`src/design/disk_cfg.svh`:
```
`ifndef DISK_CFG_SVH
`define DISK_CFG_SVH

// Page memory geometry, in 32-bit words
`define DISK_PAGE_AW 9
`define DISK_PAGE_WORDS (1 << `DISK_PAGE_AW)

// One sector of data at the bottom of the page
`define DISK_DATA_WORDS 256

// Register words at the top of the page
`define DISK_SPAR_ADDR 9'h1FE  // Sector address
`define DISK_CMSR_ADDR 9'h1FF  // Command word, cleared by the engine when done

`endif

```
`src/design/mem_bus_pkg.sv`:
```
`default_nettype none
`include "disk_cfg.svh"

package mem_bus_pkg;

    // One page memory access
    typedef struct packed {
        logic                     valid;
        logic                     we;
        logic [`DISK_PAGE_AW-1:0] addr;
        logic [3:0]               be;
        logic [31:0]              wdata;
    } mem_req_t;

    typedef struct packed {
        logic        rvalid;
        logic [31:0] rdata;
    } mem_rsp_t;

    // AXI4-Lite payloads, handshakes stay separate
    typedef struct packed {
        logic [31:0] addr;
    } axil_aw_t;

    typedef struct packed {
        logic [31:0] wdata;
        logic [3:0]  wstrb;
    } axil_w_t;

    typedef struct packed {
        logic [31:0] addr;
    } axil_ar_t;

    // Block device request/stream interface
    typedef struct packed {
        logic        rd_en;
        logic        wr_en;
        logic [31:0] addr;
        logic [15:0] wr_data;
    } blk_req_t;

    typedef struct packed {
        logic        init_end;
        logic        busy;
        logic        rd_valid;
        logic [15:0] rd_data;
        logic        wr_req;
    } blk_rsp_t;

endpackage

`default_nettype wire

```
`src/design/axil_page_port.sv`:
```
`timescale 1ns/1ps
`default_nettype none
`include "disk_cfg.svh"

module axil_page_port
    import mem_bus_pkg::*;
(
    input  wire logic     clk,
    input  wire logic     rst_n,
    input  wire logic     awvalid,
    output logic          awready,
    input  wire axil_aw_t aw,
    input  wire logic     wvalid,
    output logic          wready,
    input  wire axil_w_t  w,
    output logic          bvalid,
    input  wire logic     bready,
    input  wire logic     arvalid,
    output logic          arready,
    input  wire axil_ar_t ar,
    output logic          rvalid,
    input  wire logic     rready,
    output logic [31:0]   rdata,
    output mem_req_t      mem_req,
    input  wire logic     mem_gnt,
    input  wire mem_rsp_t mem_rsp
);

    typedef enum logic [2:0] {P_IDLE, P_ISSUE, P_RDATA, P_BRESP, P_RRESP} port_state_e;

    port_state_e              state;
    logic                     we_q;
    logic [`DISK_PAGE_AW-1:0] addr_q;
    logic [31:0]              wdata_q;
    logic [3:0]               strb_q;
    logic [31:0]              rdata_q;

    // Reads go first; a write needs both address and data present
    assign arready = (state == P_IDLE) && arvalid;
    assign awready = (state == P_IDLE) && !arvalid && awvalid && wvalid;
    assign wready  = awready;
    assign bvalid  = (state == P_BRESP);
    assign rvalid  = (state == P_RRESP);
    assign rdata   = rdata_q;

    always_comb begin
        mem_req.valid = (state == P_ISSUE);
        mem_req.we    = we_q;
        mem_req.addr  = addr_q;
        mem_req.be    = we_q ? strb_q : 4'h0;
        mem_req.wdata = wdata_q;
    end

    always_ff @(posedge clk or negedge rst_n) begin
        if (!rst_n) begin
            state <= P_IDLE;
        end else begin
            case (state)
                P_IDLE:  if (arvalid || awready) state <= P_ISSUE;
                P_ISSUE: if (mem_gnt) state <= we_q ? P_BRESP : P_RDATA;
                P_RDATA: if (mem_rsp.rvalid) state <= P_RRESP;
                P_BRESP: if (bready) state <= P_IDLE;
                P_RRESP: if (rready) state <= P_IDLE;
                default: state <= P_IDLE;
            endcase
        end
    end

    // Captured transaction and read data
    always_ff @(posedge clk) begin
        if (arready) begin
            we_q   <= 1'b0;
            addr_q <= ar.addr[`DISK_PAGE_AW+1:2];
        end else if (awready) begin
            we_q    <= 1'b1;
            addr_q  <= aw.addr[`DISK_PAGE_AW+1:2];  // Byte address, word select
            wdata_q <= w.wdata;
            strb_q  <= w.wstrb;
        end
        if (state == P_RDATA && mem_rsp.rvalid) rdata_q <= mem_rsp.rdata;
    end

endmodule

`default_nettype wire

```
`config.mk`:
```
export PLATFORM = sky130hd
export DESIGN_NAME = axil_page_port
export DESIGN_NICKNAME = d
export VERILOG_FILES = /design/src/design/mem_bus_pkg.sv /design/src/design/axil_page_port.sv
export VERILOG_INCLUDE_DIRS = /design/src /design/src/design
export SDC_FILE = /design/constraint.sdc
export NUM_CORES = 1
export LEC_CHECK = 0
export BUFFER_PORTS_ARGS = -buffer_cell sky130_fd_sc_hd__buf_2
export CORE_MARGIN = 4
export CORE_UTILIZATION = 38
export CTS_CLUSTER_DIAMETER = 60
export DETAILED_ROUTE_END_ITERATION = 7
export GPL_ROUTABILITY_DRIVEN = 0
export PLACE_DENSITY = 0.9
export SYNTH_ARGS = -nofsm -noshare
export SYNTH_HDL_FRONTEND = slang
export SYNTH_SLANG_ARGS = --single-unit
```
`constraint.sdc`:
```
create_clock -name clk -period 3.65 [get_ports clk]
set_input_delay 0.73 -clock clk [delete_from_list [all_inputs] [get_ports clk]]
set_output_delay 0.73 -clock clk [all_outputs]
set_load 0.05 [all_outputs]
```
==> qor.yml <==
grt:
  grt_util_all_layers_pct: 15.0
  grt_residual_overflow: 0
  grt_pass1_vias: 1922
  wire_length_of_the_first_global_routing_pass_um: 9700
  grt_start_max_net_pins: 37
  initial_antenna_violation_count: 0
timing:
  max_freq_mhz: 407
  max_slew.worst_pin.slew_ps: 935
  clock-skew-final_ps: 9.98
  timing.final.max_slew_violations: 0
  grt_setup_unrepaired: "no"
  min_period_over_period_pct: 67.2
  setup_viol: 0
  final_hold_violating_endpoints: 0
  tns_ps: 0
  post-route-min-period_ps: 2450
  slew_headroom_pct: 37.5
final_layout:
  drive_gt1_share_pct: 67.2
  postLayoutCellArea_mm2: 0.00396
  num-nets-final: 447
  layout.cells.most_common_list: "sky130_fd_sc_hd__buf_2, sky130_fd_sc_hd__edfxtp_1, sky130_fd_sc_hd__clkbuf_8"
  final.fill_count: 590
  finalNonFillerCells: 407
  most_frequent_standard_cell_in_the_layout_excluding_fill_and_tap_cells: "sky130_fd_sc_hd__buf_2"
  antenna-diode-count: 0
  flow.area_growth_from_synthesis_pct: 43.4
route:
  ant_nets: 0
  totalWireLength_um: 6300
  drt_drc_violations_left: 0
  wire_per_inst_um: 15.5
  route.detailed.vias_per_inst: 4.42
  drt-initial-drc-count: 67
  drt_first_pass_iters: 3
  vias: 1799
power:
  worst_ir_drop_vdd_uv: 290
  report.power.total_w: 0.00271
  leakage_power_summed_over_all_cells_nw: 1.72
  power-per-cell-area_mw_per_mm2: 685
clock_network:
  cts.reportedPaths.clkPinSlew_ps: 90
  number_of_gates_given_a_new_drive_strength_after_cts: 0
  clock_path_buffers: 2
  postCtsSetupBuffers: 0
  clk_root_buffer_cell: "sky130_fd_sc_hd__clkbuf_8"
  cts_inserted_buffers: 9
  tritoncts_clock_tree: "built"
  htreeDepth: 3
  cts-hold-fix-buffers: 0
  worstSkewPairLatency_ps: 340
  tritoncts_num_sinks: 81
job:
  max-cap-violations: 0
min_path:
  hold_path.class: "in2async"
setup_path:
  setup.reg_to_reg.worst_slack_ps: 1560
  startpoint_type: "flip-flop"
  worst_ep_arrival_time_ps: 1720
  timing.setup.critical_path_class: "reg2out"
  worstSetupEndpointType: "output pin"
  critical_path_peak_fanout: 9
  required_ps: 2920
yosys:
  synth-seq-area-share_pct: 87.3
  yosys.area_share.simple_pct: 4.31
  yosys.area_share.xor_xnor_pct: 0
  yosysWarnings: 0
  synth_fa_ha_area_share_pct: 0
  share_of_the_synthesized_area_in_compound_gates_ao_oa_aoi_oai_pct: 1.59
  synth.cell_area_mm2: 0.00276
  post_synth_num_cell_types: 25
  synth.avg_cell_area_um2: 22.8
  main_combinational_cell_family_by_area_after_synthesis: "multiplexers"
  post_synth_mux_area_share_pct: 4.76
  syn-num-nets: 262
  postSynthRegisterBits: 81
  postSynthCellCount: 121
status:
  run_status: "completed"
placed_design:
  io_buffer_count: 178
  dpl_cell_area_mm2: 0.00373
  numPlacedInstances: 391
  dpl.hpwl_um: 5010
floorplan:
  core-area_mm2: 0.00691
  pin_count: 225
  dieArea_mm2: 0.00869
  start_util_pct: 39.9
  die-height_um: 93.2
  chipWidth_um: 93.2
  std_cell_rows: 30
==> metrics by stage <==
step / util (%) / hold WS (ps) / setup WS (ps)
final: 57.3 / 163 / 1200
after global routing: 57.3 / 118 / 1050
after CTS: 57.3 / 146 / 1180
after detailed placement: 54.0 / 511 / 1460
after global placement: 54.0 / 503 / 1490
after floorplan: - / 434 / 854
==> worst paths after layout <==
kind,from,endpoint,cells after the start
setup / recovery,state[0],awready,4
hold / removal,rst_n,state[2],1
setup reg to reg,state[0],wdata_q[26],3
hold reg to reg,we_q,we_q,2
max in group asynchronous,rst_n,state[1],1
min in group clk,we_q,we_q,2
==> Yosys cell counts <==
cell,count,area share (%)
sky130_fd_sc_hd__nor2b_1,1,0.23
sky130_fd_sc_hd__nor3_2,1,0.36
sky130_fd_sc_hd__and2_1,4,0.91
sky130_fd_sc_hd__nand3_1,1,0.18
sky130_fd_sc_hd__nand2_1,1,0.14
sky130_fd_sc_hd__dfrtp_1,3,2.7
sky130_fd_sc_hd__a21oi_1,4,0.73
sky130_fd_sc_hd__or3b_2,1,0.32
sky130_fd_sc_hd__edfxtp_1,77,84
sky130_fd_sc_hd__inv_1,3,0.41
sky130_fd_sc_hd__dfxtp_1,1,0.73
sky130_fd_sc_hd__nor2_1,2,0.27
sky130_fd_sc_hd__buf_12,1,0.73
sky130_fd_sc_hd__and3b_2,1,0.36
sky130_fd_sc_hd__mux2_2,1,0.41
sky130_fd_sc_hd__buf_6,1,0.41
sky130_fd_sc_hd__a21o_1,1,0.27
sky130_fd_sc_hd__or3_1,1,0.23
sky130_fd_sc_hd__nor3b_1,2,0.54
sky130_fd_sc_hd__buf_4,2,0.54
sky130_fd_sc_hd__and4bb_2,1,0.45
sky130_fd_sc_hd__o211ai_1,1,0.27
sky130_fd_sc_hd__and2_4,1,0.32
sky130_fd_sc_hd__o311ai_0,1,0.32
sky130_fd_sc_hd__mux2_4,8,4.4
==> per-layer routing <==
layer  GRT usage, %  up-vias  part of all wire, %
li1               -      837                    -
met1           15.1      836                   34
met2           25.4      118                   51
met3           8.85        8                   13
met4           5.62        0                  1.5
met5              0        -                    0
==> final cells by class <==
class | instances | area (um2) | area share (%)
Sequential cell | 81 | 2410 | 60.8
Timing Repair Buffer | 178 | 891 | 22.5
Multi-Input combinational cell | 33 | 302 | 7.62
Clock buffer | 9 | 124 | 3.13
Tap cell | 96 | 120 | 3.04
Clock inverter | 7 | 103 | 2.59
Inverter | 3 | 11.3 | 0.285
==> power by group <==
part           leakage (nW)  switching, W  total (W)  internal, W
sequential            0.748     0.0000556    0.00122      0.00116
clock                 0.116      0.000320   0.000714     0.000393
combinational         0.852      0.000582   0.000779     0.000197
total                  1.72      0.000958    0.00271      0.00175
==> flip-flops by register name (all words and copies together), names as in the netlist <==
signal and cells:
we_q 1, rdata 32, addr_q 9, wdata_q 32
strb_q 4, state 3
==> critical path, stage by stage (launching register included) <==
cell and delay (ps):
sky130_fd_sc_hd__dfrtp_1 470, sky130_fd_sc_hd__nor3_2 280, sky130_fd_sc_hd__nand3_1 190, sky130_fd_sc_hd__nor2_1 150
sky130_fd_sc_hd__buf_2 280
==> kinds of logic after synthesis <==
logic type	count (synthesis)
buffers and inverters	7
AND/OR/NAND/NOR	17
flip-flops	81
multiplexers	9
AO/OA/AOI/OAI	7
(Power assumes the default switching activity.)
