[src/design/disk_cfg.svh]
`ifndef DISK_CFG_SVH
`define DISK_CFG_SVH

// Page memory geometry, in 32-bit words
`define DISK_PAGE_AW 9
`define DISK_PAGE_WORDS (1 << `DISK_PAGE_AW)

// One sector of data at the bottom of the page
`define DISK_DATA_WORDS 256

// Register words at the top of the page
`define DISK_SPAR_ADDR 9'h1FE  // Sector address
`define DISK_CMSR_ADDR 9'h1FF  // Command word, cleared by the engine when done

`endif

[src/design/mem_bus_pkg.sv]
`default_nettype none
`include "disk_cfg.svh"

package mem_bus_pkg;

    // One page memory access
    typedef struct packed {
        logic                     valid;
        logic                     we;
        logic [`DISK_PAGE_AW-1:0] addr;
        logic [3:0]               be;
        logic [31:0]              wdata;
    } mem_req_t;

    typedef struct packed {
        logic        rvalid;
        logic [31:0] rdata;
    } mem_rsp_t;

    // AXI4-Lite payloads, handshakes stay separate
    typedef struct packed {
        logic [31:0] addr;
    } axil_aw_t;

    typedef struct packed {
        logic [31:0] wdata;
        logic [3:0]  wstrb;
    } axil_w_t;

    typedef struct packed {
        logic [31:0] addr;
    } axil_ar_t;

    // Block device request/stream interface
    typedef struct packed {
        logic        rd_en;
        logic        wr_en;
        logic [31:0] addr;
        logic [15:0] wr_data;
    } blk_req_t;

    typedef struct packed {
        logic        init_end;
        logic        busy;
        logic        rd_valid;
        logic [15:0] rd_data;
        logic        wr_req;
    } blk_rsp_t;

endpackage

`default_nettype wire

[src/design/page_arbiter.sv]
`timescale 1ns/1ps
`default_nettype none

module page_arbiter
    import mem_bus_pkg::*;
(
    input  wire logic        clk,
    input  wire logic        rst_n,
    input  wire mem_req_t    eng_req,
    output logic             eng_gnt,
    output mem_rsp_t         eng_rsp,
    input  wire mem_req_t    host_req,
    output logic             host_gnt,
    output mem_rsp_t         host_rsp,
    output mem_req_t         ram_req,
    input  wire logic [31:0] ram_rdata
);

    logic rd_q;       // A read was issued last cycle
    logic eng_own_q;  // ...and it came from the engine

    // Engine stream cannot stall, so it always wins
    assign eng_gnt  = eng_req.valid;
    assign host_gnt = host_req.valid && !eng_req.valid;

    assign ram_req = eng_req.valid ? eng_req : host_req;

    always_ff @(posedge clk or negedge rst_n) begin
        if (!rst_n) begin
            rd_q      <= 1'b0;
            eng_own_q <= 1'b0;
        end else begin
            rd_q      <= ram_req.valid && !ram_req.we;
            eng_own_q <= eng_req.valid;
        end
    end

    // Data goes to both, rvalid only to the owner
    always_comb begin
        eng_rsp.rvalid  = rd_q && eng_own_q;
        eng_rsp.rdata   = ram_rdata;
        host_rsp.rvalid = rd_q && !eng_own_q;
        host_rsp.rdata  = ram_rdata;
    end

endmodule

`default_nettype wire

[config.mk]
export PLATFORM = sky130hd
export DESIGN_NAME = page_arbiter
export DESIGN_NICKNAME = d
export VERILOG_FILES = /design/src/design/mem_bus_pkg.sv /design/src/design/page_arbiter.sv
export VERILOG_INCLUDE_DIRS = /design/src /design/src/design
export SDC_FILE = /design/constraint.sdc
export NUM_CORES = 1
export LEC_CHECK = 0
export ABC_CLOCK_PERIOD_IN_PS = 1450
export BUFFER_PORTS_ARGS = -buffer_cell sky130_fd_sc_hd__clkbuf_2
export CORE_AREA = 10 10 85 87
export CTS_BUF_LIST = sky130_fd_sc_hd__clkbuf_4
export DETAILED_ROUTE_END_ITERATION = 16
export DIE_AREA = 0 0 95 97
export PLACE_DENSITY = 0.71
export SYNTH_ARGS = -nofsm -noshare
export SYNTH_HDL_FRONTEND = slang
export SYNTH_SLANG_ARGS = --single-unit
[constraint.sdc]
create_clock -name clk -period 1.45 [get_ports clk]
set_input_delay 0 -clock clk [delete_from_list [all_inputs] [get_ports clk]]
set_output_delay 0 -clock clk [all_outputs]
set_load 0.02 [all_outputs]
==> impl_metrics.json, run 1 <==
{
  "grt_max_degree": 53,
  "syn_avg_cell_area_sq_um": 10.8,
  "fmax_ghz": 1.04,
  "cts_made_buffers": 3,
  "slew_violations": 0,
  "multi_input_area_sq_um": 726,
  "period_minus_slack_ps": 957,
  "synth_commonest_cells": "65 x buf_4, 45 x mux2_4, 4 x buf_12",
  "synth_seq_cells": 2,
  "synth_area_sq_mm": 0.00137,
  "die_h_microns": 97,
  "start_kind": "input port",
  "synth_edf_count": 0,
  "crit_start": "eng_req[46]",
  "drt_iter0_drc": 4,
  "grtUsageTotal_pct": 8.97,
  "end_kind": "output pin",
  "die_x_microns": 95,
  "max_cap_violations": 0,
  "p_leak_nw": 1.06,
  "ys_async_sr_fraction_pct": 100,
  "finalCritPeriodShare_pct": 66.0,
  "switching_power_mw": 0.326,
  "final-setup-viol-count": 0,
  "clock_sinks": 2,
  "hpwl_microns": 4340,
  "path_max_fanout": 52,
  "hp-class": "input port to output pin",
  "grt_pass1_vias": 1241,
  "ys.flop_type": "dfrtp_1",
  "num-nets-final": 337,
  "min_from": "ram_rdata[26]",
  "diodes": 0,
  "synth_area_leaders": "mux2_4 49%, buf_4 36%, buf_12 5.8%",
  "netlist.top_cell.by_area": "mux2_4",
  "intPower_mw": 0.470,
  "syn_to_final_growth_pct": 20.6,
  "post_drt_wl_per_cell_microns": 17.0,
  "power_density_mw_per_mm2": 481,
  "cp.required_ps": 1450,
  "layout-drive-gt1-share_pct": 95.2,
  "hold_viol": 0,
  "clkPwrFrac_pct": 15.1,
  "core_area_sq_mm": 0.00547,
  "viasPerCell": 3.92,
  "via_count": 1093,
  "grt_first_pass_wirelength_microns": 6730,
  "gp_congestion": 0.782,
  "root_buffer": "clkbuf_4",
  "overflow": 0,
  "slew_headroom_pct": 75.8,
  "fillers": 605,
  "worst_ep_arrival_time_ps": 960,
  "cts_tree": "yes",
  "irDropWorstVdd_mv": 0.227,
  "synth_cells": 127,
  "rows": 27,
  "sw_frac_of_total_pct": 40.9,
  "dieArea_sq_mm": 0.00922,
  "rsz0062_at_grt": "no",
  "finalWirelength_microns": 4740,
  "seqPwrFrac_pct": 7.6,
  "power.total_mw": 0.796,
  "initial_core_util_pct": 25.1,
  "yosysMostFrequentCell": "buf_4",
  "finalSetupTns_ps": 0,
  "outcome": "finished clean",
  "synth.distinct_cells": 13,
  "postCtsSetupRepairBufs": 0,
  "seqCellArea_sq_um": 50.0,
  "dr.pass1.iters": 4,
  "yosysTopAreaCellShare_pct": 49.2,
  "comb_power_share_pct": 77.2,
  "syn-num-nets": 255,
  "antenna_found_initial": 0,
  "cts.htree.levels": 1,
  "worst-setup-path-type": "input port to output pin",
  "drc": 0,
  "yosysWarnings": 0,
  "ant_nets": 0,
  "port_buffers": 146,
  "io_pins": 243,
  "cts_buffer_depth": 2,
  "ys_seq_area_share_pct": 3.64,
  "tightestPinTransition_ps": 363
}
-- cells in the final DEF (no fill, tap or decap), drive strengths merged --
cell type,n
and2,1
clkbuf,148
a22o,1
nand2,1
mux2,45
buf,2
dlygate4sd3,1
or2,1
o21ai,1
inv,2
dfrtp,2
nor2b,2
-- registers in the layout (all words and copies together), names as in the netlist --
signal,flops
eng_own_q,1
rd_q,1
-- path summary, 6_finish.rpt --
path / end / depth (start not counted)
hold / removal: host_rsp[26] / 0
setup / recovery: ram_req[6] / 4
min in group asynchronous: eng_own_q / 2
max in group asynchronous: rd_q / 2
-- through the flow --
step / setup WS [ps] / hold WS, ps / instances / area [sq um] / util [%]
2_1_floorplan: 682 / -296 / 127 / 1370 / -
3_3_place_gp: 502 / -214 / 275 / 1620 / 29.7
3_5_place_dp: 493 / -211 / 275 / 1620 / 29.7
4_1_cts: 488 / 0.200 / 279 / 1660 / 30.3
5_1_grt: 452 / 0.0430 / 279 / 1660 / 30.3
6_report: 493 / 0.0113 / 279 / 1660 / 30.3
-- layer usage --
metal / part of all wire (%) / wire [microns] / up-vias / track usage (%)
met5: 0 / 0 / - / 0
li1: - / - / 518 / -
met3: 18 / 860 / 13 / 5.47
met4: 1.2 / 59 / 0 / 2.75
met2: 49 / 2310 / 112 / 16.3
met1: 32 / 1510 / 450 / 7.86
-- critical path, stage by stage --
cell and delay (ps):
buf_2 110, buf_12 320, mux2_4 340, clkbuf_2 160
-- kinds of logic (layout without fill, tap and decap cells) --
| family | Yosys count | count (layout) | synth area share [%] |
|---|---|---|---|
| buffers and inverters | 73 | 153 | 43.5 |
| multiplexers | 45 | 45 | 49.2 |
| AND/OR/NAND/NOR | 5 | 5 | 2.64 |
| AO/OA/AOI/OAI | 2 | 2 | 1.00 |
| flip-flops | 2 | 2 | 3.64 |
-- power groups by stage --
stage               logic [mW]  registers (mW)  clock network, mW
floorplan                0.650          0.0612                  0
global placement         0.611          0.0614                  0
detailed placement       0.622          0.0615                  0
CTS                      0.627          0.0609              0.130
global route             0.657          0.0613              0.138
finish                   0.615          0.0609              0.120
-- cell type report --
class	count	share of cell area, %
timing repair buffer	148	45.9
sequential	2	3.02
inverter	2	0.453
multi-input combinational	52	43.8
tap	72	5.44
clock buffer	3	1.36
-- what timing repair did --
item                                   in CTS  in global routing
resized for setup                           0                  0
endpoints found under the hold margin       2                  0
hold buffers                                1                  0
No activity file was read; power rests on OpenSTA's default activity.
==> run 2: changes to the inputs <==
--- a/config.mk
+++ b/config.mk
@@ -6,13 +6,13 @@
 export SDC_FILE = /design/constraint.sdc
 export NUM_CORES = 1
 export LEC_CHECK = 0
-export ABC_CLOCK_PERIOD_IN_PS = 1450
+export ABC_CLOCK_PERIOD_IN_PS = 960
 export BUFFER_PORTS_ARGS = -buffer_cell sky130_fd_sc_hd__clkbuf_2
-export CORE_AREA = 10 10 85 87
+export CORE_AREA = 10 10 86 88
 export CTS_BUF_LIST = sky130_fd_sc_hd__clkbuf_4
 export DETAILED_ROUTE_END_ITERATION = 16
-export DIE_AREA = 0 0 95 97
-export PLACE_DENSITY = 0.71
+export DIE_AREA = 0 0 96 98
+export PLACE_DENSITY = 0.7
 export SYNTH_ARGS = -nofsm -noshare
 export SYNTH_HDL_FRONTEND = slang
 export SYNTH_SLANG_ARGS = --single-unit
==> constraint.sdc (replaced) <==
create_clock -name clk -period 0.96 [get_ports clk]
set_input_delay 0 -clock clk [delete_from_list [all_inputs] [get_ports clk]]
set_output_delay 0 -clock clk [all_outputs]
set_load 0.02 [all_outputs]
==> impl_metrics.json, run 2 (synthesis gave the netlist of run 1 again) <==
{
  "outcome": "finished clean",
  "final-setup-viol-count": 0,
  "crit_chain": "and2_1, clkbuf_2",
  "hp-class": "input port to output pin",
  "port_buffers": 146,
  "cts_tree": "yes",
  "grt_first_pass_wirelength_microns": 6570,
  "finalCritPeriodShare_pct": 94.0,
  "die_x_microns": 96,
  "multi_input_area_sq_um": 726,
  "rsz0062_at_grt": "no",
  "drt_iter0_drc": 11,
  "postCtsSetupRepairBufs": 0,
  "p_leak_nw": 1.08,
  "root_buffer": "clkbuf_4",
  "overflow": 0,
  "via_count": 1144,
  "dr.pass1.iters": 2,
  "start_kind": "flop",
  "max_cap_violations": 0,
  "power_density_mw_per_mm2": 725,
  "viasPerCell": 4.03,
  "ant_nets": 0,
  "diodes": 0,
  "fmax_ghz": 1.11,
  "hpwl_microns": 4280,
  "grt_max_degree": 25,
  "period_minus_slack_ps": 902,
  "slew_violations": 0,
  "initial_core_util_pct": 23.9,
  "rows": 28,
  "finalSetupTns_ps": 0,
  "core_area_sq_mm": 0.00575,
  "num-nets-final": 339,
  "path_max_fanout": 2,
  "worst_ep_arrival_time_ps": 900,
  "grtUsageTotal_pct": 8.62,
  "layout-drive-gt1-share_pct": 95.2,
  "tightestPinTransition_ps": 173,
  "holdPathStages": 0,
  "gp_congestion": 0.814,
  "seqCellArea_sq_um": 50.0,
  "clk_pin_slew_ps": 30,
  "path_buf_inv": 1,
  "end_kind": "output pin",
  "die_h_microns": 98,
  "worst-setup-path-type": "flop to output pin",
  "cts_made_buffers": 3,
  "slew_headroom_pct": 88.5,
  "syn_to_final_growth_pct": 22.9,
  "cpPeakStageDelay_ps": 360,
  "cts_buffer_depth": 2,
  "top_regs": "eng_own_q (1), rd_q (1)",
  "dieArea_sq_mm": 0.00941,
  "cp_num_cells": 2,
  "antenna_found_initial": 0,
  "fillers": 626,
  "slowest_stage": "dfrtp_1",
  "mostFrequentLayoutCell": "clkbuf_2",
  "finalWirelength_microns": 4600,
  "post_drt_wl_per_cell_microns": 16.2,
  "irDropWorstVdd_mv": 0.398,
  "fin_util_pct": 29.4,
  "clock_sinks": 2,
  "cp.required_ps": 960,
  "layout_common_cells": "144 x clkbuf_2, 45 x mux2_4, 3 x clkbuf_4",
  "grt_pass1_vias": 1300,
  "hold_viol": 0,
  "io_pins": 243,
  "crit_family": "flip-flops",
  "drc": 0,
  "cts.htree.levels": 1
}
[run 2: worst paths after layout]
| path | from | slack [ps] | endpoint |
|---|---|---|---|
| setup / recovery | eng_own_q | 60 | eng_rsp[32] |
| hold / removal | ram_rdata[19] | 0.01 | host_rsp[19] |
| max in group asynchronous | rst_n | 770 | rd_q |
| min in group asynchronous | rst_n | 100 | eng_own_q |
[run 2: cell type report]
cell class                 instances  area share (%)
timing repair buffer             150            46.7
inverter                           2           0.445
clock buffer                       3            1.33
tap                               75            5.56
multi-input combinational         52            43.0
sequential                         2            2.97
[run 2: where the power goes]
part / leakage, nW / switching [mW] / internal (mW) / total (mW)
combinational: 1.04 / 0.442 / 0.492 / 0.934
clock: 0.0138 / 0.0577 / 0.139 / 0.196
sequential: 0.0241 / 0.00213 / 0.0901 / 0.0923
total: 1.08 / 0.502 / 0.721 / 1.22
[run 2: stage by stage]
step | cells | setup slack [ps] | hold slack [ps] | area [sq um] | total power, mW
after CTS | 284 | 44.9 | 0.200 | 1690 | 1.25
after detailed placement | 280 | 103 | -208 | 1660 | 1.04
final | 284 | 57.5 | 0.00971 | 1690 | 1.22
after global placement | 280 | 119 | -213 | 1660 | 1.02
after floorplan | 127 | 192 | -296 | 1370 | 1.07
after global routing | 284 | 0.592 | 0.0468 | 1690 | 1.32
[run 2: routing by layer]
layer	track usage (%)	vias up	wire length, microns
met3	5.51	11	854
li1	-	521	-
met5	0	-	0
met2	15.4	107	2170
met4	3.18	0	67
met1	7.47	505	1500
[run 2: what timing repair did]
action	CTS	global route
hold buffers	1	0
endpoints found under the hold margin	2	0
endpoints found under the setup margin	0	1
resized for setup	0	1
==> run 3: changes to the inputs <==
--- a/config.mk
+++ b/config.mk
@@ -12,6 +12,7 @@
 export CTS_BUF_LIST = sky130_fd_sc_hd__clkbuf_4
 export DETAILED_ROUTE_END_ITERATION = 16
 export DIE_AREA = 0 0 96 98
+export MAX_ROUTING_LAYER = met4
 export PLACE_DENSITY = 0.7
 export SYNTH_ARGS = -nofsm -noshare
 export SYNTH_HDL_FRONTEND = slang
==> impl_metrics.json, run 3 (synthesis gave the netlist of run 1 again) <==
{
  "max_cap_violations": 0,
  "cts_tree": "yes",
  "dr.pass1.iters": 2,
  "crit_family": "flip-flops",
  "path_max_fanout": 2,
  "dp_slack_ps": 103,
  "worst_ep_arrival_time_ps": 900,
  "grtUsageTotal_pct": 8.88,
  "viasPerCell": 4.02,
  "hold_viol": 0,
  "slew_violations": 0,
  "finalWirelength_microns": 4610,
  "num-nets-final": 339,
  "rows": 28,
  "antenna_found_initial": 0,
  "io_pins": 243,
  "syn_to_final_growth_pct": 22.9,
  "fmax_ghz": 1.11,
  "die_h_microns": 98,
  "core_area_sq_mm": 0.00575,
  "outcome": "finished clean",
  "start_kind": "flop",
  "drt_iter0_drc": 8,
  "die_x_microns": 96,
  "holdPathStages": 0,
  "cts_buffer_depth": 2,
  "period_minus_slack_ps": 902,
  "power.total_mw": 1.22,
  "gp_congestion": 0.827,
  "root_buffer": "clkbuf_4",
  "grt_first_pass_wirelength_microns": 6590,
  "cp.required_ps": 960,
  "via_count": 1143,
  "tightestPinTransition_ps": 173,
  "ant_nets": 0,
  "mostFrequentLayoutCell": "clkbuf_2",
  "post_drt_wl_per_cell_microns": 16.2,
  "layout_common_cells": "144 x clkbuf_2, 45 x mux2_4, 3 x clkbuf_4",
  "irDropWorstVdd_mv": 0.397,
  "final_cells": 284,
  "hpwl_microns": 4280,
  "grt_max_degree": 25,
  "worst-setup-path-type": "flop to output pin",
  "layout_setup_ws_ps": 57.9,
  "top_regs": "eng_own_q (1), rd_q (1)",
  "cts_made_buffers": 3,
  "drc": 0,
  "hp-class": "input port to output pin",
  "finalSetupTns_ps": 0,
  "rsz0062_at_grt": "no",
  "clk_pin_slew_ps": 30,
  "slew_headroom_pct": 88.5,
  "grt_pass1_vias": 1300,
  "postCtsSetupRepairBufs": 0,
  "slowest_stage": "dfrtp_1",
  "path_buf_inv": 1,
  "cpPeakStageDelay_ps": 360,
  "cp_num_cells": 2,
  "dieArea_sq_mm": 0.00941,
  "dp_cells": 280,
  "power_density_mw_per_mm2": 725,
  "overflow": 0,
  "port_buffers": 146,
  "end_kind": "output pin",
  "p_leak_nw": 1.08,
  "final-setup-viol-count": 0,
  "initial_core_util_pct": 23.9,
  "clock_sinks": 2,
  "layout-drive-gt1-share_pct": 95.2,
  "finalCritPeriodShare_pct": 94.0,
  "crit_chain": "and2_1, clkbuf_2",
  "diodes": 0,
  "cts.htree.levels": 1
}
run 3: stage by stage:
| step | hold WS [ps] | area [sq um] | util (%) |
|---|---|---|---|
| 2_1_floorplan | -296 | 1370 | - |
| 3_3_place_gp | -213 | 1660 | 28.8 |
| 3_5_place_dp | -208 | 1660 | 28.8 |
| 4_1_cts | 0.200 | 1690 | 29.4 |
| 5_1_grt | 0.0468 | 1690 | 29.4 |
| 6_report | 0.00971 | 1690 | 29.4 |
run 3: final timing paths:
path / from / to
max: eng_own_q / eng_rsp[32]
min: ram_rdata[19] / host_rsp[19]
max in group asynchronous: rst_n / rd_q
min in group asynchronous: rst_n / eng_own_q
run 3: timing repair:
action / in CTS / in global routing
resized for setup: 0 / 1
hold buffers: 1 / 0
setup endpoints to repair: 0 / 1
endpoints found under the hold margin: 2 / 0
run 3: power breakdown:
part | total, mW | switching (mW) | internal [mW]
registers | 0.0923 | 0.00209 | 0.0902
clock network | 0.197 | 0.0582 | 0.139
logic | 0.934 | 0.442 | 0.492
total | 1.22 | 0.502 | 0.721
run 3: routing by layer:
layer | wire [microns] | GRT usage (%) | vias up | part of all wire, %
met5 | 0 | - | - | 0
met4 | 78 | 3.18 | 0 | 1.7
met3 | 722 | 4.21 | 13 | 16
met2 | 2170 | 15.4 | 109 | 47
met1 | 1630 | 8.26 | 500 | 35
li1 | - | - | 521 | -
run 3: final cells by class:
type	count	area, sq um
inverters	2	7.51
fillers	626	4060
well taps	75	93.8
multi-input cells	52	726
clock buffers	3	22.5
repair buffers	150	788
flip-flops and latches	2	50.0
