### config.mk
export PLATFORM = sky130hd
export DESIGN_NAME = disk_engine
export DESIGN_NICKNAME = d
export VERILOG_FILES = /design/src/design/mem_bus_pkg.sv /design/src/design/disk_types_pkg.sv /design/src/design/disk_engine.sv
export VERILOG_INCLUDE_DIRS = /design/src /design/src/design
export SDC_FILE = /design/constraint.sdc
export NUM_CORES = 1
export LEC_CHECK = 0
export BUFFER_PORTS_ARGS = -buffer_cell sky130_fd_sc_hd__buf_2
export CAP_MARGIN = 0
export CORE_UTILIZATION = 40
export CTS_BUF_LIST = sky130_fd_sc_hd__clkbuf_4
export DETAILED_ROUTE_END_ITERATION = 12
export PLACE_DENSITY = 0.73
export SYNTH_ARGS = -nofsm -noshare
export SYNTH_HDL_FRONTEND = slang
export SYNTH_SLANG_ARGS = --single-unit
### constraint.sdc
create_clock -name clk -period 9.2 [get_ports clk]
set_clock_uncertainty 0.1 [all_clocks]
set_input_delay 2.3 -clock clk [delete_from_list [all_inputs] [get_ports clk]]
set_output_delay 2.3 -clock clk [all_outputs]
set_load 0.05 [all_outputs]
### src/design/disk_cfg.svh
`ifndef DISK_CFG_SVH
`define DISK_CFG_SVH

// Page memory geometry, in 32-bit words
`define DISK_PAGE_AW 9
`define DISK_PAGE_WORDS (1 << `DISK_PAGE_AW)

// One sector of data at the bottom of the page
`define DISK_DATA_WORDS 256

// Register words at the top of the page
`define DISK_SPAR_ADDR 9'h1FE  // Sector address
`define DISK_CMSR_ADDR 9'h1FF  // Command word, cleared by the engine when done

`endif

### src/design/mem_bus_pkg.sv
`default_nettype none
`include "disk_cfg.svh"

package mem_bus_pkg;

    // One page memory access
    typedef struct packed {
        logic                     valid;
        logic                     we;
        logic [`DISK_PAGE_AW-1:0] addr;
        logic [3:0]               be;
        logic [31:0]              wdata;
    } mem_req_t;

    typedef struct packed {
        logic        rvalid;
        logic [31:0] rdata;
    } mem_rsp_t;

    // AXI4-Lite payloads, handshakes stay separate
    typedef struct packed {
        logic [31:0] addr;
    } axil_aw_t;

    typedef struct packed {
        logic [31:0] wdata;
        logic [3:0]  wstrb;
    } axil_w_t;

    typedef struct packed {
        logic [31:0] addr;
    } axil_ar_t;

    // Block device request/stream interface
    typedef struct packed {
        logic        rd_en;
        logic        wr_en;
        logic [31:0] addr;
        logic [15:0] wr_data;
    } blk_req_t;

    typedef struct packed {
        logic        init_end;
        logic        busy;
        logic        rd_valid;
        logic [15:0] rd_data;
        logic        wr_req;
    } blk_rsp_t;

endpackage

`default_nettype wire

### src/design/disk_types_pkg.sv
`default_nettype none

package disk_types_pkg;

    typedef enum logic [2:0] {
        WAIT_INIT,   // Block device still initializing
        POLL_CMD,    // Reading CMSR until a valid opcode shows up
        FETCH_SPAR,  // Reading the sector address
        READ_XFER,   // Device to page memory
        WRITE_XFER,  // Page memory to device
        CLEAR_CMD    // Writing CMSR back to zero
    } disk_state_e;

    // Low two bits of CMSR
    typedef enum logic [1:0] {
        CMD_NONE  = 2'd0,
        CMD_READ  = 2'd1,
        CMD_WRITE = 2'd2
    } disk_cmd_e;

endpackage

`default_nettype wire

### src/design/disk_engine.sv
`timescale 1ns/1ps
`default_nettype none
`include "disk_cfg.svh"

module disk_engine
    import mem_bus_pkg::*;
    import disk_types_pkg::*;
(
    input  wire logic     clk,
    input  wire logic     rst_n,
    output mem_req_t      mem_req,
    input  wire logic     mem_gnt,
    input  wire mem_rsp_t mem_rsp,
    output blk_req_t      blk_req,
    input  wire blk_rsp_t blk_rsp
);

    localparam int AW      = `DISK_PAGE_AW;
    localparam int HW_BITS = $clog2(2 * `DISK_DATA_WORDS);
    localparam logic [HW_BITS-1:0] LAST_HW = HW_BITS'(2 * `DISK_DATA_WORDS - 1);

    disk_state_e        state;
    disk_cmd_e          cmd;
    disk_cmd_e          rsp_cmd;
    mem_req_t           req_q;
    logic               rd_pend;  // Read granted, data due next cycle
    logic [HW_BITS-1:0] hcnt;     // Halfword index within the sector
    logic [AW-1:0]      word_addr;
    logic               rd_en;
    logic               wr_en;
    logic [31:0]        spar;
    logic [31:0]        xfer_word;  // Word being served to the device

    function automatic mem_req_t mem_rd(input logic [AW-1:0] a);
        mem_req_t r;
        r       = '0;
        r.valid = 1'b1;
        r.addr  = a;
        return r;
    endfunction

    function automatic mem_req_t mem_wr(input logic [AW-1:0] a, input logic [3:0] be,
                                        input logic [31:0] d);
        mem_req_t r;
        r.valid = 1'b1;
        r.we    = 1'b1;
        r.addr  = a;
        r.be    = be;
        r.wdata = d;
        return r;
    endfunction

    assign rsp_cmd   = disk_cmd_e'(mem_rsp.rdata[1:0]);
    assign word_addr = AW'(hcnt[HW_BITS-1:1]);
    assign mem_req   = req_q;

    always_comb begin
        blk_req.rd_en   = rd_en;
        blk_req.wr_en   = wr_en;
        blk_req.addr    = spar;
        blk_req.wr_data = hcnt[0] ? xfer_word[15:0] : xfer_word[31:16];  // Even halfword is upper
    end

    always_ff @(posedge clk or negedge rst_n) begin
        if (!rst_n) begin
            state   <= WAIT_INIT;
            cmd     <= CMD_NONE;
            req_q   <= '0;
            rd_pend <= 1'b0;
            hcnt    <= '0;
            rd_en   <= 1'b0;
            wr_en   <= 1'b0;
        end else begin
            // Accepted request leaves the bus
            if (req_q.valid && mem_gnt) begin
                req_q.valid <= 1'b0;
                rd_pend     <= !req_q.we;
            end
            if (mem_rsp.rvalid) rd_pend <= 1'b0;

            case (state)
                WAIT_INIT: if (blk_rsp.init_end) state <= POLL_CMD;
                POLL_CMD: begin
                    if (!req_q.valid && !rd_pend) req_q <= mem_rd(`DISK_CMSR_ADDR);
                    if (mem_rsp.rvalid) begin
                        cmd <= rsp_cmd;
                        if (rsp_cmd == CMD_READ || rsp_cmd == CMD_WRITE) state <= FETCH_SPAR;
                    end
                end
                FETCH_SPAR: begin
                    if (!req_q.valid && !rd_pend) req_q <= mem_rd(`DISK_SPAR_ADDR);
                    if (mem_rsp.rvalid) begin
                        hcnt <= '0;
                        if (cmd == CMD_READ) begin
                            rd_en <= 1'b1;
                            state <= READ_XFER;
                        end else begin
                            wr_en <= 1'b1;
                            req_q <= mem_rd('0);  // Prefetch word 0
                            state <= WRITE_XFER;
                        end
                    end
                end
                READ_XFER: begin
                    if (blk_rsp.busy) rd_en <= 1'b0;
                    if (blk_rsp.rd_valid) begin
                        req_q <= mem_wr(word_addr, hcnt[0] ? 4'b0011 : 4'b1100,
                                        {2{blk_rsp.rd_data}});
                        hcnt  <= hcnt + HW_BITS'(1);
                    end
                    if (!rd_en && !blk_rsp.busy && !req_q.valid) state <= CLEAR_CMD;
                end
                WRITE_XFER: begin
                    if (blk_rsp.busy) wr_en <= 1'b0;
                    if (blk_rsp.wr_req) begin
                        hcnt <= hcnt + HW_BITS'(1);
                        // Lower half just went out, fetch the next word
                        if (hcnt[0] && hcnt != LAST_HW) req_q <= mem_rd(word_addr + AW'(1));
                    end
                    if (!wr_en && !blk_rsp.busy && !req_q.valid && !rd_pend) state <= CLEAR_CMD;
                end
                CLEAR_CMD: begin
                    if (req_q.valid && mem_gnt) state <= POLL_CMD;
                    else if (!req_q.valid) req_q <= mem_wr(`DISK_CMSR_ADDR, 4'hF, 32'h0);
                end
                default: state <= WAIT_INIT;
            endcase
        end
    end

    always_ff @(posedge clk) begin
        if (state == FETCH_SPAR && mem_rsp.rvalid) spar <= mem_rsp.rdata;
        if (state == WRITE_XFER && mem_rsp.rvalid) xfer_word <= mem_rsp.rdata;
    end

endmodule

`default_nettype wire

==> impl_metrics.env, run 1 <==
export IMPL_synth_top_area_cell="edfxtp_1"
export IMPL_hold_class="flip-flop to flip-flop"
export IMPL_fin_tns_setup_ns=0
export IMPL_worstSetupStartpoint="hcnt[0]$_DFFE_PN0P_"
export IMPL_synth_warnings=0
export IMPL_antenna_left=0
export IMPL_max_stage_delay_ns=1.01
export IMPL_seq_area_frac_synth=0.678
export IMPL_r2r_slack_ns=5.92
export IMPL_post_route_drc_count=0
export IMPL_worst_path_max_fanout=25
export IMPL_via_per_inst=5.13
export IMPL_synth_xor_xnor_area_share=0.0202
export IMPL_grt_met2_usage=0.267
export IMPL_end_kind="output pin"
export IMPL_reg2reg_depth=8
export IMPL_grt_max_degree=65
export IMPL_worst_pin_slew_ns=1.23
export IMPL_synthMuxAreaShare=0.0450
export IMPL_synthSimpleGateAreaFrac=0.0696
export IMPL_use_met3=0.0701
export IMPL_critical_path_class="flip-flop to output pin"
export IMPL_fin_ws_ns=4.63
export IMPL_cts_repair_resized=0
export IMPL_antenna_found_initial=0
export IMPL_rr_endpoint="mem_req[9]$_DFFE_PN0P_"
export IMPL_clk_latency_ns=0.52
export IMPL_cp_required_ns=6.80
export IMPL_p_leak_nw=2.76
export IMPL_die_w_um=116
export IMPL_initial_utilization=0.410
export IMPL_areaGrowthSynthToFinish_pct=21.2
export IMPL_layout_common_cells="buf_2 (152), dfrtp_1 (64), edfxtp_1 (64)"
export IMPL_first_pass_iters=5
export IMPL_power_density_mw_per_mm2=327
export IMPL_synthAdderAreaFrac=0.00963
export IMPL_async_flop_share=0.500
export IMPL_synth_compound_area_frac=0.152
export IMPL_die_y_um=116
export IMPL_cts_root_buf="clkbuf_4"
export IMPL_gp_congestion=0.918
export IMPL_critPathLaunchType="flip-flop"
export IMPL_switching_share=0.465
export IMPL_port_buffers=152
export IMPL_grt_pass1_vias=3453
export IMPL_grt_busiest_layer="met2"
export IMPL_synthTopCellsByArea="edfxtp_1 (37%), dfrtp_1 (31%), a22o_1 (6.6%)"
export IMPL_drive_gt1_frac=0.408
export IMPL_syn_area_per_cell_um2=14.6
export IMPL_wire_per_inst_um=15.7
export IMPL_synth_edf_count=64
export IMPL_htreeDepth=4
export IMPL_antennaDiodeCount=0
export IMPL_cp_cell_sequence="mux2_2, buf_2"
export IMPL_final_common_cell="buf_2"
export IMPL_cts_tree="built"
export IMPL_cts_setup_buffers=0
export IMPL_slew_viol_final=0
export IMPL_cpMaxStageDelayCell="dfrtp_1"
export IMPL_die_area_mm2=0.0135
export IMPL_cp_endpoint="blk_req[4]"
export IMPL_nNetsFinal=567
export IMPL_fin_crit_ns=4.57
export IMPL_cp_data_arrival_time_ns=2.17
export IMPL_place_ws_ns=4.81
export IMPL_clk_pin_slew_ns=0.10
export IMPL_slew_headroom=0.177
export IMPL_vias=3547
export IMPL_vdd_drop_max_uv=164
export IMPL_drv_cap=0
export IMPL_synthDistinctLibCells=54
export IMPL_switchingPower_w=0.000957
export IMPL_synth_main_ff_cell="edfxtp_1"
export IMPL_synth_nets=416
export IMPL_combPwrFrac=0.440
export IMPL_wl_um=10800
export IMPL_hold_buffers=0
export IMPL_core_area_mm2=0.0127
export IMPL_synth_cell_area_mm2=0.00520
export IMPL_drtIter0Drc=279
export IMPL_synth_seq_cells=128
export IMPL_seqPwrFrac=0.409
export IMPL_fin_crit_sh=0.497
export IMPL_grtUsageMet1=0.204
export IMPL_clockPowerShare=0.151
export IMPL_clock_sinks=128
export IMPL_rsz0062_at_grt="no"
export IMPL_grt_first_pass_wirelength_um=16900
export IMPL_hpwl_um=7440
export IMPL_status="finished, final reports clean"
export IMPL_clock_path_buffers=2
export IMPL_numCtsBuffers=17
export IMPL_internal_power_w=0.00110
export IMPL_fmaxAchievable_mhz=219
export IMPL_num_io_pins=153
export IMPL_grt_usage=0.170
export IMPL_hold_viol_final=0
export IMPL_r2r_start="hcnt[0]$_DFFE_PN0P_"
export IMPL_grt_overflow=0
export IMPL_num_rows=41
export IMPL_setup_violations=0
export IMPL_syn_inst=356
export IMPL_synth_top_family_by_area="compound AO/OA/AOI/OAI gates"
export IMPL_yosysTopAreaCellShare=0.370
-- kinds of logic (layout without fill, tap and decap cells) --
| family | count (synthesis) | after routing |
|---|---|---|
| DFF | 128 | 128 |
| AOI/OAI and AO/OA | 99 | 99 |
| and+or+nand+nor | 67 | 67 |
| buffers and inverters | 25 | 189 |
| muxes | 21 | 21 |
| xor gates and xnor gates | 12 | 12 |
| adders and majority gates | 4 | 4 |
-- metrics by stage --
stage	cell area (µm²)	hold slack [ns]	cells	utilization	total power (W)
3_3_place_gp	6080	0.372	660	0.480	0.00175
6_report	6300	0.395	692	0.497	0.00206
4_1_cts	6300	0.397	692	0.497	0.00208
3_5_place_dp	6080	0.371	660	0.480	0.00177
5_1_grt	6300	0.419	692	0.497	0.00218
2_1_floorplan	5200	0.384	356	-	0.00157
-- worst min path at each step --
stage                              end  slack, ns  cells past startpoint               startpoint
2_1_floorplan        rd_en$_DFFE_PN0P_       0.38                      2        rd_en$_DFFE_PN0P_
5_1_grt        mem_req[32]$_DFFE_PN0P_       0.42                      1  mem_req[32]$_DFFE_PN0P_
4_1_cts        mem_req[37]$_DFFE_PN0P_       0.40                      1  mem_req[37]$_DFFE_PN0P_
3_5_place_dp   mem_req[37]$_DFFE_PN0P_       0.37                      1  mem_req[37]$_DFFE_PN0P_
3_3_place_gp   mem_req[32]$_DFFE_PN0P_       0.37                      1  mem_req[32]$_DFFE_PN0P_
6_report       mem_req[32]$_DFFE_PN0P_       0.39                      1  mem_req[32]$_DFFE_PN0P_
-- layer usage --
layer | part of all wire | vias up
met5 | 0 | -
met4 | 0.015 | 0
met3 | 0.086 | 14
met2 | 0.47 | 151
met1 | 0.43 | 1701
li1 | - | 1681
-- sequential cells by signal (all words and copies together), names as in the netlist --
signal / count
wr_en: 1
xfer_word: 32
rd_en: 1
state: 3
mem_req: 47
spar: 32
rd_pend: 1
cmd: 2
hcnt: 9
-- final cells by class --
class                           count  area, µm²
Clock inverter                     12       73.8
Clock buffer                       20        150
Inverter                            3       11.3
Sequential cell                   128       3520
Timing Repair Buffer              154        776
Tap cell                          172        215
Fill cell                        1125       6370
Multi-Input combinational cell    203       1550
-- synth_stat cells, types with 4 or more instances --
cell type  number
mux2_2         18
o211ai_1        4
nand2_1        14
nor2_1         16
o21ai_0        15
nand2b_1        6
xnor2_1         7
o2bb2ai_1       9
xor2_1          5
ha_1            4
a211oi_1        5
nand3_1         9
a21oi_1         8
clkbuf_1       10
buf_2           4
a22o_1         39
edfxtp_1       64
dfrtp_1        64
-- critical path, delay by kind of cell, from the launching register on --
kind	cells	cell delay, ns
flip-flops	1	1.01
multiplexers	1	0.43
buffers and inverters	1	0.21
-- power groups by stage --
stage	clock, W	sequential (W)	combinational [W]
after floorplan	0	0.00106	0.000517
after global placement	0	0.000851	0.000895
after detailed placement	0	0.000854	0.000912
after CTS	0.000327	0.000842	0.000914
after global routing	0.000349	0.000862	0.000973
final	0.000311	0.000842	0.000907
No activity file was read; power rests on OpenSTA's default activity.
==> inputs of run 2 (changes only) <==
==> constraint.sdc (replaced) <==
create_clock -name clk -period 4.8 [get_ports clk]
set_clock_uncertainty 0.1 [all_clocks]
set_input_delay 1.2 -clock clk [delete_from_list [all_inputs] [get_ports clk]]
set_output_delay 1.2 -clock clk [all_outputs]
set_load 0.05 [all_outputs]
==> run 2 against run 1 <==
  * Die area unchanged
  * Hold slack better by 0.0044 ns
  * Setup slack worse by 2.9 ns
  * Sequential share of layout area down 0.27 points
  * Register-to-register slack worse by 4.1 ns
  * Sequential cell count unchanged
  * First-iteration DRC count down 33%
  * Final cell count up 0.29%
  * Sequential power up 89%
  * Combinational power up 94%
  * Power up 94%
==> impl_metrics.env, run 2 (synthesis gave the netlist of run 1 again) <==
export IMPL_status="finished, final reports clean"
export IMPL_cts_repair_resized=0
export IMPL_fin_crit_sh=0.648
export IMPL_hold_path_depth=1
export IMPL_initial_utilization=0.410
export IMPL_utilization=0.500
export IMPL_setup_violations=0
export IMPL_cp_data_arrival_time_ns=1.81
export IMPL_clock_sinks=128
export IMPL_p_leak_nw=2.78
export IMPL_hold_end="mem_req[36]$_DFFE_PN0P_"
export IMPL_clk_latency_ns=0.51
export IMPL_rr_endpoint="mem_req[1]$_DFFE_PN0P_"
export IMPL_placed_area_mm2=0.00608
export IMPL_clk_pin_slew_ns=0.12
export IMPL_hpwl_um=7620
export IMPL_slew_headroom=0.164
export IMPL_wl_um=11000
export IMPL_cts_setup_buffers=0
export IMPL_antenna_left=0
export IMPL_slew_viol_final=0
export IMPL_first_pass_iters=4
export IMPL_hold_buffers=0
export IMPL_areaGrowthSynthToFinish_pct=21.8
export IMPL_die_area_mm2=0.0135
export IMPL_vdd_drop_max_uv=314
export IMPL_cts_root_buf="clkbuf_4"
export IMPL_critPathLaunchType="flip-flop"
export IMPL_antenna_found_initial=1
export IMPL_htreeDepth=4
export IMPL_numCtsBuffers=17
export IMPL_port_buffers=152
export IMPL_core_area_mm2=0.0127
export IMPL_cts_tree="built"
export IMPL_hold_class="flip-flop to flip-flop"
export IMPL_critical_path_class="flip-flop to output pin"
export IMPL_drive_gt1_frac=0.407
export IMPL_r2r_slack_ns=1.79
export IMPL_wire_per_inst_um=15.9
export IMPL_cp_required_ns=3.50
export IMPL_post_route_drc_count=0
export IMPL_stdcell_area_mm2=0.00633
export IMPL_reg2reg_depth=4
export IMPL_r2r_start="state[1]$_DFFE_PN0P_"
export IMPL_worst_path_max_fanout=24
export IMPL_hp_start="mem_req[36]$_DFFE_PN0P_"
export IMPL_layout_common_cells="buf_2 (152), dfrtp_1 (64), edfxtp_1 (64)"
export IMPL_drv_cap=0
export IMPL_hold_viol_final=0
export IMPL_fillCellCount=1142
export IMPL_power_density_mw_per_mm2=633
export IMPL_vias=3601
export IMPL_fmaxAchievable_mhz=321
export IMPL_grt_overflow=0
export IMPL_fin_crit_ns=3.11
export IMPL_grt_max_degree=40
export IMPL_clock_path_buffers=2
export IMPL_worst_pin_slew_ns=1.25
export IMPL_largest_register_ffs=47
export IMPL_num_io_pins=153
export IMPL_grt_pass1_vias=3564
export IMPL_via_per_inst=5.19
export IMPL_die_w_um=116
export IMPL_final_common_cell="buf_2"
export IMPL_grt_usage=0.172
export IMPL_gp_congestion=0.846
export IMPL_fin_tns_setup_ns=0
export IMPL_die_y_um=116
export IMPL_drtIter0Drc=187
export IMPL_nNetsFinal=568
export IMPL_grt_first_pass_wirelength_um=17200
export IMPL_end_kind="output pin"
export IMPL_num_rows=41
export IMPL_rsz0062_at_grt="no"
[run 2: per-stage QoR]
step	total power, W	hold slack (ns)	std cells	setup WS [ns]
after floorplan	0.00302	0.384	356	1.20
after global placement	0.00335	0.372	661	1.67
after detailed placement	0.00338	0.375	661	1.56
after CTS	0.00405	0.403	693	1.61
after global routing	0.00424	0.420	694	1.53
final	0.00400	0.399	694	1.69
[run 2: final cells by class]
class / count / area (µm²) / area share
antenna: 1 / 2.50 / 0.000395
clock buffer: 20 / 150 / 0.0237
clock inverter: 12 / 93.8 / 0.0148
inverter: 3 / 11.3 / 0.00178
multi-input combinational: 203 / 1550 / 0.245
sequential: 128 / 3520 / 0.557
tap: 172 / 215 / 0.0340
timing repair buffer: 155 / 783 / 0.124
[run 2: metal layers]
layer	wire (µm)	track usage
met5	0	0
met4	264	0.101
met3	827	0.0649
met2	5140	0.269
met1	4780	0.203
[run 2: worst max path at each step]
stage | slack [ns] | cells after the start | endpoint | start
2_1_floorplan | 1.20 | 3 | spar[0]$_DFFE_PP_ | mem_rsp[32]
3_3_place_gp | 1.67 | 5 | mem_req[35]$_DFFE_PN0P_ | mem_rsp[32]
3_5_place_dp | 1.56 | 5 | mem_req[45]$_DFFE_PN0P_ | mem_rsp[32]
4_1_cts | 1.61 | 3 | blk_req[3] | hcnt[0]$_DFFE_PN0P_
5_1_grt | 1.53 | 4 | mem_req[3]$_DFFE_PN0P_ | state[1]$_DFFE_PN0P_
6_report | 1.69 | 3 | blk_req[3] | hcnt[0]$_DFFE_PN0P_
[run 2: worst max-delay path, stage by stage (launching register included)]
cell and delay (ns):
dfrtp_1 0.37, buf_4 0.32, mux2_2 0.39, buf_2 0.21
[run 2: where the power goes]
part           switching, W  internal [W]  leakage (nW)
Clock              0.000386      0.000267         0.134
Sequential         0.000203       0.00139          1.44
Combinational       0.00125      0.000516          1.21
